File: src/common/bit_corr_pkg.sv
/* shared constants for the streaming bit correlator
   widths, slot layout and the fixed code table, imported by the RTL and the testbench */

package bit_corr_pkg;

  //////////////////////////////////////////////////////////////////////
  // stream geometry
  //////////////////////////////////////////////////////////////////////

  // channels per beat, one signed sample each
  localparam int num_parallel = 4;
  // signed input sample width
  localparam int wave_width = 6;
  // signed sum width, covers corr_length * 32 with margin
  localparam int adder_width = 12;

  //////////////////////////////////////////////////////////////////////
  // correlator shape
  //////////////////////////////////////////////////////////////////////

  // code length in bits
  localparam int corr_length = 8;
  // number of codes
  localparam int num_corrs = 2;

  // one slot per code/channel pair, all channels of code 0 first
  localparam int num_slots = num_corrs * num_parallel;
  localparam int slot_width = (num_slots > 1) ? $clog2(num_slots) : 1;
  // channel index inside a slot
  localparam int chan_width = (num_parallel > 1) ? $clog2(num_parallel) : 1;
  // code index carried on m_tdest
  localparam int dest_width = (num_corrs > 1) ? $clog2(num_corrs) : 1;

  // packed stream widths
  localparam int slave_width = wave_width * num_parallel;
  localparam int master_width = adder_width * num_parallel;

  //////////////////////////////////////////////////////////////////////
  // code table
  //////////////////////////////////////////////////////////////////////

  // bit i of code k weights the sample from i beats back
  // bit set means +1, bit clear means -1
  // corr_codes[k] is code k, so code 0 sits in the low half
  localparam logic [num_corrs-1:0][corr_length-1:0] corr_codes = {
    8'b1101_0010,
    8'b1110_0100
  };

endpackage

File: src/bit_corr/corr_adder_chain.sv
/* systolic adder chain that forms the correlation for every slot
   stage j adds the signed sample to stage j-1's sum from the previous beat */
`timescale 1ns/10ps

module corr_adder_chain import bit_corr_pkg::*; (
  input  logic                          clk,
  input  logic                          rst_n,
  input  logic                          stall,
  input  logic                          seq_valid,
  input  logic signed [wave_width-1:0]  seq_sample,
  input  logic [slot_width-1:0]         seq_slot,
  output logic                          sum_valid,
  output logic signed [adder_width-1:0] sum_value,
  output logic [slot_width-1:0]         sum_slot
);

  // first pipeline step, sample beside the memory read
  logic                         p1_valid;
  logic signed [wave_width-1:0] p1_sample;
  logic [slot_width-1:0]        p1_slot;

  // second pipeline step, registered adders
  logic                  s2_valid;
  logic [slot_width-1:0] s2_slot;

  logic [corr_length-1:0]        code_sel;
  logic signed [adder_width-1:0] sample_ext;
  logic signed [adder_width-1:0] prev_sum [corr_length];
  logic signed [adder_width-1:0] adder_in [corr_length];
  logic signed [adder_width-1:0] adder_out [corr_length];

  //////////////////////////////////////////////////////////////////////
  // stage valids
  //////////////////////////////////////////////////////////////////////

  always_ff @(posedge clk) begin
    if (!rst_n) begin
      p1_valid <= 1'b0;
      s2_valid <= 1'b0;
    end else if (!stall) begin
      p1_valid <= seq_valid;
      s2_valid <= p1_valid;
    end
  end

  // payload follows the valids, no reset
  always_ff @(posedge clk) begin
    if (!stall) begin
      if (seq_valid) begin
        p1_sample <= seq_sample;
        p1_slot <= seq_slot;
      end
      if (p1_valid) begin
        s2_slot <= p1_slot;
        for (int j = 0; j < corr_length; j++) begin
          adder_out[j] <= adder_in[j];
        end
      end
    end
  end

  //////////////////////////////////////////////////////////////////////
  // delay memories between stages
  //////////////////////////////////////////////////////////////////////

  // first stage starts from zero
  assign prev_sum[0] = '0;

  for (genvar j = 1; j < corr_length; j++) begin : g_delay
    // read with the incoming slot, write back two cycles on
    corr_delay_ram u_delay_ram (
      .clk     (clk),
      .wr_en   (sum_valid),
      .wr_addr (s2_slot),
      .wr_data (adder_out[j-1]),
      .rd_en   (seq_valid),
      .rd_addr (seq_slot),
      .rd_data (prev_sum[j])
    );
  end

  //////////////////////////////////////////////////////////////////////
  // adders
  //////////////////////////////////////////////////////////////////////

  // code row for the slot in flight
  assign code_sel = corr_codes[dest_width'(p1_slot / num_parallel)];
  assign sample_ext = adder_width'(p1_sample);

  // stage j uses the bit corr_length-1-j, so the tail holds bit 0
  always_comb begin
    for (int j = 0; j < corr_length; j++) begin
      if (code_sel[corr_length-1-j]) begin
        adder_in[j] = prev_sum[j] + sample_ext;
      end else begin
        adder_in[j] = prev_sum[j] - sample_ext;
      end
    end
  end

  // last stage carries the finished correlation
  assign sum_valid = s2_valid & ~stall;
  assign sum_value = adder_out[corr_length-1];
  assign sum_slot = s2_slot;

  a_slot_known : assert property (
    @(posedge clk) disable iff (!rst_n)
    sum_valid |-> !$isunknown(sum_slot)
  );

endmodule

File: src/bit_corr/corr_delay_ram.sv
/* one-write one-read delay memory, one entry per slot
   keeps a stage's partial sum until the same slot comes round on the next beat */
`timescale 1ns/10ps

module corr_delay_ram import bit_corr_pkg::*; (
  input  logic                          clk,
  input  logic                          wr_en,
  input  logic [slot_width-1:0]         wr_addr,
  input  logic signed [adder_width-1:0] wr_data,
  input  logic                          rd_en,
  input  logic [slot_width-1:0]         rd_addr,
  output logic signed [adder_width-1:0] rd_data
);

  // inferred storage
  logic signed [adder_width-1:0] mem [num_slots];

  // empty history at power up
  // samples before the first beat count as zero
  initial begin
    for (int i = 0; i < num_slots; i++) begin
      mem[i] = '0;
    end
  end

  // write port
  // read port is registered, old data on a same-address collision
  always @(posedge clk) begin
    if (wr_en) begin
      mem[wr_addr] <= wr_data;
    end
    if (rd_en) begin
      rd_data <= mem[rd_addr];
    end
  end

endmodule

File: src/source/bit_corr_top.sv
/* top of the streaming bit correlator
   sequencer, adder chain and output stage in pipeline order, wiring only */
`timescale 1ns/10ps

module bit_corr_top import bit_corr_pkg::*; (
  input  logic                    clk,
  input  logic                    rst_n,
  // input stream, channel c at bits c*wave_width upward
  input  logic                    s_tvalid,
  output logic                    s_tready,
  input  logic [slave_width-1:0]  s_tdata,
  // output stream, one beat per code
  output logic                    m_tvalid,
  input  logic                    m_tready,
  output logic [master_width-1:0] m_tdata,
  output logic [dest_width-1:0]   m_tdest
);

  //////////////////////////////////////////////////////////////////////
  // inter-stage wires
  //////////////////////////////////////////////////////////////////////

  // sequencer to chain
  logic                          seq_valid;
  logic signed [wave_width-1:0]  seq_sample;
  logic [slot_width-1:0]         seq_slot;

  // chain to output stage
  logic                          sum_valid;
  logic signed [adder_width-1:0] sum_value;
  logic [slot_width-1:0]         sum_slot;

  // back-pressure from the output buffer
  logic                          stall;

  corr_sequencer u_sequencer (
    .clk        (clk),
    .rst_n      (rst_n),
    .s_tvalid   (s_tvalid),
    .s_tready   (s_tready),
    .s_tdata    (s_tdata),
    .stall      (stall),
    .seq_valid  (seq_valid),
    .seq_sample (seq_sample),
    .seq_slot   (seq_slot)
  );

  corr_adder_chain u_adder_chain (
    .clk        (clk),
    .rst_n      (rst_n),
    .stall      (stall),
    .seq_valid  (seq_valid),
    .seq_sample (seq_sample),
    .seq_slot   (seq_slot),
    .sum_valid  (sum_valid),
    .sum_value  (sum_value),
    .sum_slot   (sum_slot)
  );

  corr_output_stage u_output_stage (
    .clk       (clk),
    .rst_n     (rst_n),
    .sum_valid (sum_valid),
    .sum_value (sum_value),
    .sum_slot  (sum_slot),
    .stall     (stall),
    .m_tvalid  (m_tvalid),
    .m_tready  (m_tready),
    .m_tdata   (m_tdata),
    .m_tdest   (m_tdest)
  );

endmodule

File: src/source/corr_output_stage.sv
/* output side of the correlator
   packs per-slot sums into one word per code and drives the output stream with a two-deep buffer */
`timescale 1ns/10ps

module corr_output_stage import bit_corr_pkg::*; (
  input  logic                          clk,
  input  logic                          rst_n,
  input  logic                          sum_valid,
  input  logic signed [adder_width-1:0] sum_value,
  input  logic [slot_width-1:0]         sum_slot,
  output logic                          stall,
  output logic                          m_tvalid,
  input  logic                          m_tready,
  output logic [master_width-1:0]       m_tdata,
  output logic [dest_width-1:0]         m_tdest
);

  // slot decode
  logic [chan_width-1:0] lane;
  logic [dest_width-1:0] code;
  logic                  word_done;

  // collect register, one lane per channel
  logic signed [adder_width-1:0] collect [num_parallel];
  logic [master_width-1:0]       assembled;

  // penultimate register
  logic                    pen_valid;
  logic [master_width-1:0] pen_data;
  logic [dest_width-1:0]   pen_dest;

  logic m_xfer;
  logic m_load;

  //////////////////////////////////////////////////////////////////////
  // word assembly
  //////////////////////////////////////////////////////////////////////

  assign lane = chan_width'(sum_slot % num_parallel);
  assign code = dest_width'(sum_slot / num_parallel);

  // last channel closes the word for this code
  assign word_done = sum_valid & (lane == chan_width'(num_parallel - 1));

  always_ff @(posedge clk) begin
    if (sum_valid) begin
      collect[lane] <= sum_value;
    end
  end

  // incoming sum bypasses its lane so the word is whole on the last channel
  always_comb begin
    for (int n = 0; n < num_parallel; n++) begin
      if (sum_valid && lane == chan_width'(n)) begin
        assembled[n*adder_width +: adder_width] = sum_value;
      end else begin
        assembled[n*adder_width +: adder_width] = collect[n];
      end
    end
  end

  //////////////////////////////////////////////////////////////////////
  // two-deep output buffer
  //////////////////////////////////////////////////////////////////////

  assign m_xfer = m_tvalid & m_tready;
  // m register free or draining this cycle
  assign m_load = ~m_tvalid | m_xfer;

  // both full and nothing leaving, so hold the pipeline
  assign stall = pen_valid & m_tvalid & ~m_xfer;

  always_ff @(posedge clk) begin
    if (!rst_n) begin
      pen_valid <= 1'b0;
      m_tvalid <= 1'b0;
    end else begin
      if (word_done) begin
        pen_valid <= 1'b1;
      end else if (m_load) begin
        pen_valid <= 1'b0;
      end
      if (m_load) begin
        m_tvalid <= pen_valid;
      end
    end
  end

  // payload registers
  always_ff @(posedge clk) begin
    if (word_done) begin
      pen_data <= assembled;
      pen_dest <= code;
    end
    if (m_load) begin
      m_tdata <= pen_data;
      m_tdest <= pen_dest;
    end
  end

  // held word stays put until taken
  a_m_stable : assert property (
    @(posedge clk) disable iff (!rst_n)
    m_tvalid && !m_tready |=> m_tvalid && $stable(m_tdata) && $stable(m_tdest)
  );

endmodule

File: src/source/corr_sequencer.sv
/* input side of the correlator
   latches one stream beat and walks through every code/channel slot at one per cycle */
`timescale 1ns/10ps

module corr_sequencer import bit_corr_pkg::*; (
  input  logic                         clk,
  input  logic                         rst_n,
  input  logic                         s_tvalid,
  output logic                         s_tready,
  input  logic [slave_width-1:0]       s_tdata,
  input  logic                         stall,
  output logic                         seq_valid,
  output logic signed [wave_width-1:0] seq_sample,
  output logic [slot_width-1:0]        seq_slot
);

  // control state
  logic                  busy;
  logic [slot_width-1:0] slot;
  logic                  last_slot;
  logic                  s_xfer;
  logic [chan_width-1:0] chan;

  // accepted beat split into channel lanes
  logic signed [wave_width-1:0] beat_lane [num_parallel];

  //////////////////////////////////////////////////////////////////////
  // handshake
  //////////////////////////////////////////////////////////////////////

  assign last_slot = (slot == slot_width'(num_slots - 1));

  // next beat may land while the last slot goes out
  assign s_tready = ~stall & (~busy | last_slot);
  assign s_xfer = s_tvalid & s_tready;

  // slot counter
  always_ff @(posedge clk) begin
    if (!rst_n) begin
      busy <= 1'b0;
      slot <= '0;
    end else if (s_xfer) begin
      busy <= 1'b1;
      slot <= '0;
    end else if (busy && !stall) begin
      if (last_slot) begin
        busy <= 1'b0;
      end else begin
        slot <= slot + 1'b1;
      end
    end
  end

  // beat storage loads on transfer only
  always_ff @(posedge clk) begin
    if (s_xfer) begin
      for (int c = 0; c < num_parallel; c++) begin
        beat_lane[c] <= s_tdata[c*wave_width +: wave_width];
      end
    end
  end

  //////////////////////////////////////////////////////////////////////
  // slot issue
  //////////////////////////////////////////////////////////////////////

  // channel part of the slot index
  assign chan = chan_width'(slot % num_parallel);

  // strobe drops while the pipeline is frozen
  assign seq_valid = busy & ~stall;
  assign seq_sample = beat_lane[chan];
  assign seq_slot = slot;

  // counter and held beat stay put while the chain is frozen
  a_frozen_in_stall : assert property (
    @(posedge clk) disable iff (!rst_n)
    stall |=> $stable(busy) && $stable(slot) && $stable(seq_sample)
  );

endmodule
File: config.mk
export PLATFORM = sky130hd
export DESIGN_NAME = bit_corr_top
export DESIGN_NICKNAME = d
export VERILOG_FILES = /design/src/common/bit_corr_pkg.sv /design/src/bit_corr/corr_adder_chain.sv /design/src/bit_corr/corr_delay_ram.sv /design/src/source/bit_corr_top.sv /design/src/source/corr_output_stage.sv /design/src/source/corr_sequencer.sv
export SDC_FILE = /design/constraint.sdc
export NUM_CORES = 1
export LEC_CHECK = 0
export BUFFER_PORTS_ARGS = -buffer_cell sky130_fd_sc_hd__buf_2
export CAP_MARGIN = 20
export CORE_MARGIN = 3
export CORE_UTILIZATION = 30
export DETAILED_ROUTE_END_ITERATION = 8
export PLACE_DENSITY_LB_ADDON = 0.12
export SLEW_MARGIN = 20
export SYNTH_ARGS = -nofsm -noshare
export SYNTH_HDL_FRONTEND = slang
export SYNTH_HIERARCHICAL = 1
export SYNTH_SLANG_ARGS = --single-unit
File: constraint.sdc
create_clock -name clk -period 6.8 [get_ports clk]
set_input_delay 1.02 -clock clk [delete_from_list [all_inputs] [get_ports clk]]
set_output_delay 1.02 -clock clk [all_outputs]
set_load 0.02 [all_outputs]
**After elaboration in Yosys (flattened, before gate mapping)**

Memories as Yosys holds them, arrays and structs flattened. A register that Yosys moved wholly into a read port is not among the register bits.
Index checks and enable logic that the tools add are counted.
W data, S select, Z words.

- Bits in registers: 64
- Memory bits (writable): 840
- Bits of input ports: 28
- Output and inout port bits: 51
- Word-level logic and storage cells: 88
- Memories: 10

- Add/sub/neg operators: 16
- $lt $le $gt $ge: 1
- Equal/unequal tests: 2
- Multiplexer cells: 22
- Bitwise gates (word level): 16
- Reductions and logical operators: 10

Memory list:

| memory | depth | width | rd ports | clocked after memory_dff | wr ports | RTL line | RTL |
|---|---|---|---|---|---|---|---|
| u_adder_chain.adder_out | 8 | 12 | 8 | 0 | 8 | corr_adder_chain.sv:30 | `logic signed [adder_width-1:0] adder_out [corr_length];` |
| u_adder_chain.g_delay[1].u_delay_ram.mem | 8 | 12 | 1 | 1 | 1 | corr_delay_ram.sv:16 | `logic signed [adder_width-1:0] mem [num_slots];` |
| u_adder_chain.g_delay[2].u_delay_ram.mem | 8 | 12 | 1 | 1 | 1 | corr_delay_ram.sv:16 |  |
| u_adder_chain.g_delay[3].u_delay_ram.mem | 8 | 12 | 1 | 1 | 1 | corr_delay_ram.sv:16 |  |
| u_adder_chain.g_delay[4].u_delay_ram.mem | 8 | 12 | 1 | 1 | 1 | corr_delay_ram.sv:16 |  |
| u_adder_chain.g_delay[5].u_delay_ram.mem | 8 | 12 | 1 | 1 | 1 | corr_delay_ram.sv:16 |  |
| +4 memories | n/a | n/a | n/a | n/a | n/a | n/a |  |

Operators with widths:

| operator | number |
|---|---|
| $mux W12 | 8 |
| $add A12 B6 Y12 | 7 |
| $sub A12 B6 Y12 | 7 |
| $mux W1 | 12 |
| $and A1 B1 Y1 | 8 |
| $mux W8 | 1 |
| $reduce_and A2 Y1 | 4 |
| $sub A1 B6 Y7 const A | 1 |
| $mux W6 | 1 |
| $not A1 Y1 | 6 |
| $reduce_bool A2 Y1 | 3 |
| $add A3 B1 Y3 const B | 1 |
| $eq A3 B3 Y1 const B | 1 |
| $eq A2 B2 Y1 const B | 1 |
| $lt A1 B2 Y1 const B | 1 |
| $or A1 B1 Y1 | 2 |
| $reduce_or A2 Y1 | 1 |
| $logic_and A1 B1 Y1 | 1 |
| $logic_not A1 Y1 | 1 |

**Logic depth before layout (Yosys ltp)**

- Depth after elaboration: 8
- Mapped depth: 12
- Mapped depth without buffers: 11

**Hierarchy**

The synthesis kept the hierarchy.

By module, submodules not included:

| module | instances | cells each | area an instance (sq um) | seq. area each (sq um) |
|---|---|---|---|---|
| corr_delay_ram | 7 | 164 | 4107.7 | 3243.1 |
| corr_adder_chain | 1 | 635 | 7318.3 | 3103.0 |
| corr_output_stage | 1 | 173 | 4682.0 | 4424.2 |
| corr_sequencer | 1 | 55 | 1123.6 | 840.8 |

**Worst setup path before layout**

OpenSTA, ideal clock, no wires.

- Kind: input-to-reg
- From: input m_tready
- To: register u_adder_chain.p1_sample[0], read port of u_sequencer.beat_lane, enable pin
- Library setup time: 377 ps
- Data arrival time: 5769 ps
- Required time: 6423 ps
- Slack: 654 ps
- Cell stages on the path: 4
- Path buffers: 0
- Cell sequence: nand3b_1 > inv_1 > nor2b_1 > nor2b_1

- Cells in the longest elaborated chain, start to end: 6

RTL lines:

| item | RTL line | RTL |
|---|---|---|
| from (decl) | bit_corr_top.sv:14 | `input logic m_tready,` |
| $and A1 B1 Y1 | corr_output_stage.sv:66 | `assign m_xfer = m_tvalid & m_tready;` |
| $not A1 Y1 | corr_output_stage.sv:71 | `assign stall = pen_valid & m_tvalid & ~m_xfer;` |
| $and A1 B1 Y1 | corr_output_stage.sv:71 |  |
| via stall | bit_corr_top.sv:34 | `logic stall;` |
| $not A1 Y1 | corr_sequencer.sv:71 | `assign seq_valid = busy & ~stall;` |
| $and A1 B1 Y1 | corr_sequencer.sv:71 |  |
| via seq_valid | bit_corr_top.sv:24 | `logic seq_valid;` |
| $reduce_and A2 Y1 (no line) | n/a |  |
| to (decl) | corr_adder_chain.sv:19 | `logic signed [wave_width-1:0] p1_sample;` |

The timed path passes the listed nets, and every way through them passes these cells.
A chain may end at the register's enable or synchronous reset.

**Final worst setup path**

- From: input m_tready
- To: register u_output_stage.pen_data[7], read port of u_output_stage.collect, enable pin

- Cells in the longest elaborated chain, start to end: 6

RTL lines:

| item | RTL line | RTL |
|---|---|---|
| $and A1 B1 Y1 | corr_output_stage.sv:66 |  |
| $not A1 Y1 | corr_output_stage.sv:71 |  |
| $and A1 B1 Y1 | corr_output_stage.sv:71 |  |
| via stall | bit_corr_top.sv:34 |  |
| $not A1 Y1 | corr_adder_chain.sv:102 | `assign sum_valid = s2_valid & ~stall;` |
| $and A1 B1 Y1 | corr_adder_chain.sv:102 |  |
| via sum_valid | bit_corr_top.sv:29 | `logic sum_valid;` |
| $and A1 B1 Y1 | corr_output_stage.sv:43 | `assign word_done = sum_valid & (lane == chan_width'(num_parallel - 1));` |
| via u_output_stage.word_done | corr_output_stage.sv:21 | `logic word_done;` |
| to (decl) | corr_output_stage.sv:29 | `logic [master_width-1:0] pen_data;` |

The timed path passes the listed nets, and every way through them passes these cells.

==> reports/metrics.yaml <==
floorplanning:
  die_height_um: 380
  io_pins: 79
  die_w_um: 380
  start_util_pct: 30.3
  core-area_mm2: 0.138
  die_area_mm2: 0.144
  floorplan.rows: 136
critical_path:
  arrival_ps: 4520
  cpPeakStageDelay_ps: 800
  cp_cell_sequence: "buf_2, nand3b_1, inv_1, nor2b_2, buf_4, nand3_4, inv_2, buf_4"
  slowest_stage: "nor2b_2"
  critPathRequiredTime_ps: 7210
  crit_type: "in2reg"
  crit_top_cell: "buf_4"
  cp-start-kind: "input port"
  cp-end-kind: "flop"
  crit_fanout: 41
timing:
  fin_crit_sh_pct: 60.4
  setup_violations: 0
  fin_skew_ps: 47.9
  hold_viol_final: 0
  whs_ps: 418
  rsz0062_at_grt: "no"
  maxSlewViolCount: 0
  fin_setup_tns_ps: 0
  fin_crit_ps: 4110
  tightestPinTransition_ps: 1070
  max_freq_ghz: 0.243
  slew-limit-headroom_pct: 29.0
cells_and_area:
  final_util_pct: 35.3
  drive_gt1_share_pct: 21.7
  antennaDiodeCount: 0
  area_growth_pct: 16.2
  fillers: 12700
  final_nets: 2313
synth:
  synth_ff_type: "edfxtp_1"
  synth_area_leaders: "edfxtp_1 74%, mux4_1 9.2%, ha_1 2.6%"
  synthTopCellsByCount: "1028 x edfxtp_1, 147 x mux4_1, 97 x mux2_2"
  seq_area_frac_synth_pct: 74.2
  synth_cell_types: 66
  synth_area_mm2: 0.0419
  ys_warn_count: 6
  yosysTopAreaCellShare_pct: 73.7
  synthArstFlopShare_pct: 0
  synth_edf_count: 1028
  synth-seq-cells: 1038
  synth_nets: 2134
  yosys.area.top_type: "edfxtp_1"
  synth_most_common_cell: "edfxtp_1"
  synthesis.area_per_instance_um2: 20.8
  synthCells: 2011
pwr:
  clkPwrFrac_pct: 44.4
  static-leakage-power_nw: 15.8
  swShare_pct: 21.2
  ir_worst_vdd_mv: 0.189
  pwr-share-seq_pct: 51.0
  p_int_mw: 11.2
  power.switching_mw: 3.00
  p_comb_share_pct: 4.7
  power.density_mw_per_mm2: 291
cts:
  post_cts_buffers: 0
  cts_buffers: 112
  clk_pin_slew_ps: 60
  cts_root_buf: "clkbuf_16"
  htreeDepth: 3
  cts_buffer_depth: 3
  cts_sinks: 1038
  postCtsResizedCells: 0
  ctsHoldBuffers: 0
  cts_tree: "built"
  clkLatencyLatePin_ps: 730
grt:
  gr-total-overflow: 0
  grt_use_met2_pct: 22.1
  top_usage_layer: "met2"
  use_met1_pct: 16.3
  grt_start_max_net_pins: 103
  track_usage_pct: 12.7
  met3_usage_pct: 2.32
  grt_first_pass_wirelength_um: 136000
  grt_pass1_vias: 20100
  antenna_found_initial: 1
flow_run:
  drv_cap: 0
place:
  dpl.hpwl_um: 58400
  gp_congestion: 0.780
  numPortBuffers: 78
routing:
  drtIter0Drc: 1288
  post_drt_wl_per_cell_um: 22.3
  vias: 19100
  vias_per_cell: 4.60
  wl_um: 92400
  ant_nets: 0
  drt_pass1_iterations: 5
  drcViolationCount: 0
outcome:
  status: "finished clean"
hold_path:
  hold_class: "reg2reg"
==> cell families after synthesis <==
| logic type | share of synthesized area, % |
|---|---|
| AND/OR/NAND/NOR | 2.73 |
| XOR/XNOR | 1.68 |
| flip-flops | 74.2 |
| adder cells (fa/ha/maj) | 2.96 |
| buffers and inverters | 1.40 |
| AO/OA/AOI/OAI | 3.25 |
| multiplexers | 13.8 |
==> power groups by stage <==
stage | Combinational, mW | Sequential, mW | Clock [mW]
3_3_place_gp | 0.660 | 7.35 | 0
3_5_place_dp | 0.665 | 7.36 | 0
4_1_cts | 0.670 | 7.22 | 6.51
5_1_grt | 0.728 | 7.23 | 6.78
6_report | 0.662 | 7.22 | 6.28
2_1_floorplan | 0.487 | 7.31 | 0
==> critical path, delay by kind of cell <==
kind | cells | cell delay, ps
buf+inv | 5 | 2000
simple gates | 3 | 1450
==> cell usage in the layout, fill, tap and decap left out, types with 14 or more instances in the layout <==
cell type,n
xnor2_1,56
nand2_1,35
buf_2,78
inv_1,18
edfxtp_1,1028
clkinv_2,19
clkinv_1,26
clkbuf_1,19
nand2b_1,25
clkbuf_16,112
mux4_2,27
ha_1,88
xor2_1,17
o21ai_0,29
buf_4,55
a21oi_1,45
nor3_1,17
a21o_1,34
nor2_1,74
mux2_2,97
nor2_2,14
bufinv_16,18
mux4_1,147
==> state kept, by name (all words and copies together), names as in the netlist, 6 cells and up, named ones only <==
signal                                     count
u_adder_chain/adder_out                       90
u_adder_chain/g_delay.u_delay_ram/mem        672
u_adder_chain/g_delay.u_delay_ram/rd_data     84
u_adder_chain/p1_sample                        6
u_output_stage/collect                        48
u_output_stage/m_tdata                        48
u_output_stage/pen_data                       48
u_sequencer/beat_lane                         24
==> layer usage <==
| layer | wire [um] | vias to the layer above |
|---|---|---|
| li1 | - | 8709 |
| met1 | 40300 | 9918 |
| met2 | 46800 | 335 |
| met3 | 3200 | 122 |
| met4 | 2000 | 0 |
| met5 | 0 | - |
==> per-stage QoR <==
step / setup WS [ps] / power (mW) / area, um2 / cells
2_1_floorplan: 654 / 7.80 / 41900 / 2011
3_3_place_gp: 1940 / 8.01 / 44600 / 3934
3_5_place_dp: 1860 / 8.02 / 44700 / 3938
4_1_cts: 2630 / 14.4 / 48600 / 4149
5_1_grt: 2410 / 14.7 / 48700 / 4150
6_report: 2690 / 14.2 / 48700 / 4150
==> area by class of cell <==
type | count | area (um2) | share of cell area, %
Inverter | 20 | 75.1 | 0.154
Multi-Input combinational cell | 879 | 10400 | 21.4
Tap cell | 1863 | 2330 | 4.79
Clock buffer | 134 | 2920 | 5.99
Sequential cell | 1038 | 31100 | 63.9
Clock inverter | 77 | 953 | 1.96
Timing Repair Buffer | 139 | 908 | 1.87
==> worst paths after layout <==
| check | to | cells past startpoint | from | slack, ps |
|---|---|---|---|---|
| worst max register to register | u_output_stage/pen_data[7]$_DFFE_PP_ | 7 | u_output_stage/m_tvalid$_SDFFE_PN0P_ | 2710 |
| worst max-delay path | u_output_stage/pen_data[7]$_DFFE_PP_ | 8 | m_tready | 2690 |
| worst min register to register | u_output_stage/m_tdata[6]$_DFFE_PP_ | 0 | u_output_stage/pen_data[6]$_DFFE_PP_ | 420 |
| worst min-delay path | u_output_stage/m_tdata[6]$_DFFE_PP_ | 0 | u_output_stage/pen_data[6]$_DFFE_PP_ | 420 |
Note: power is estimated with default switching activity, not from simulation.
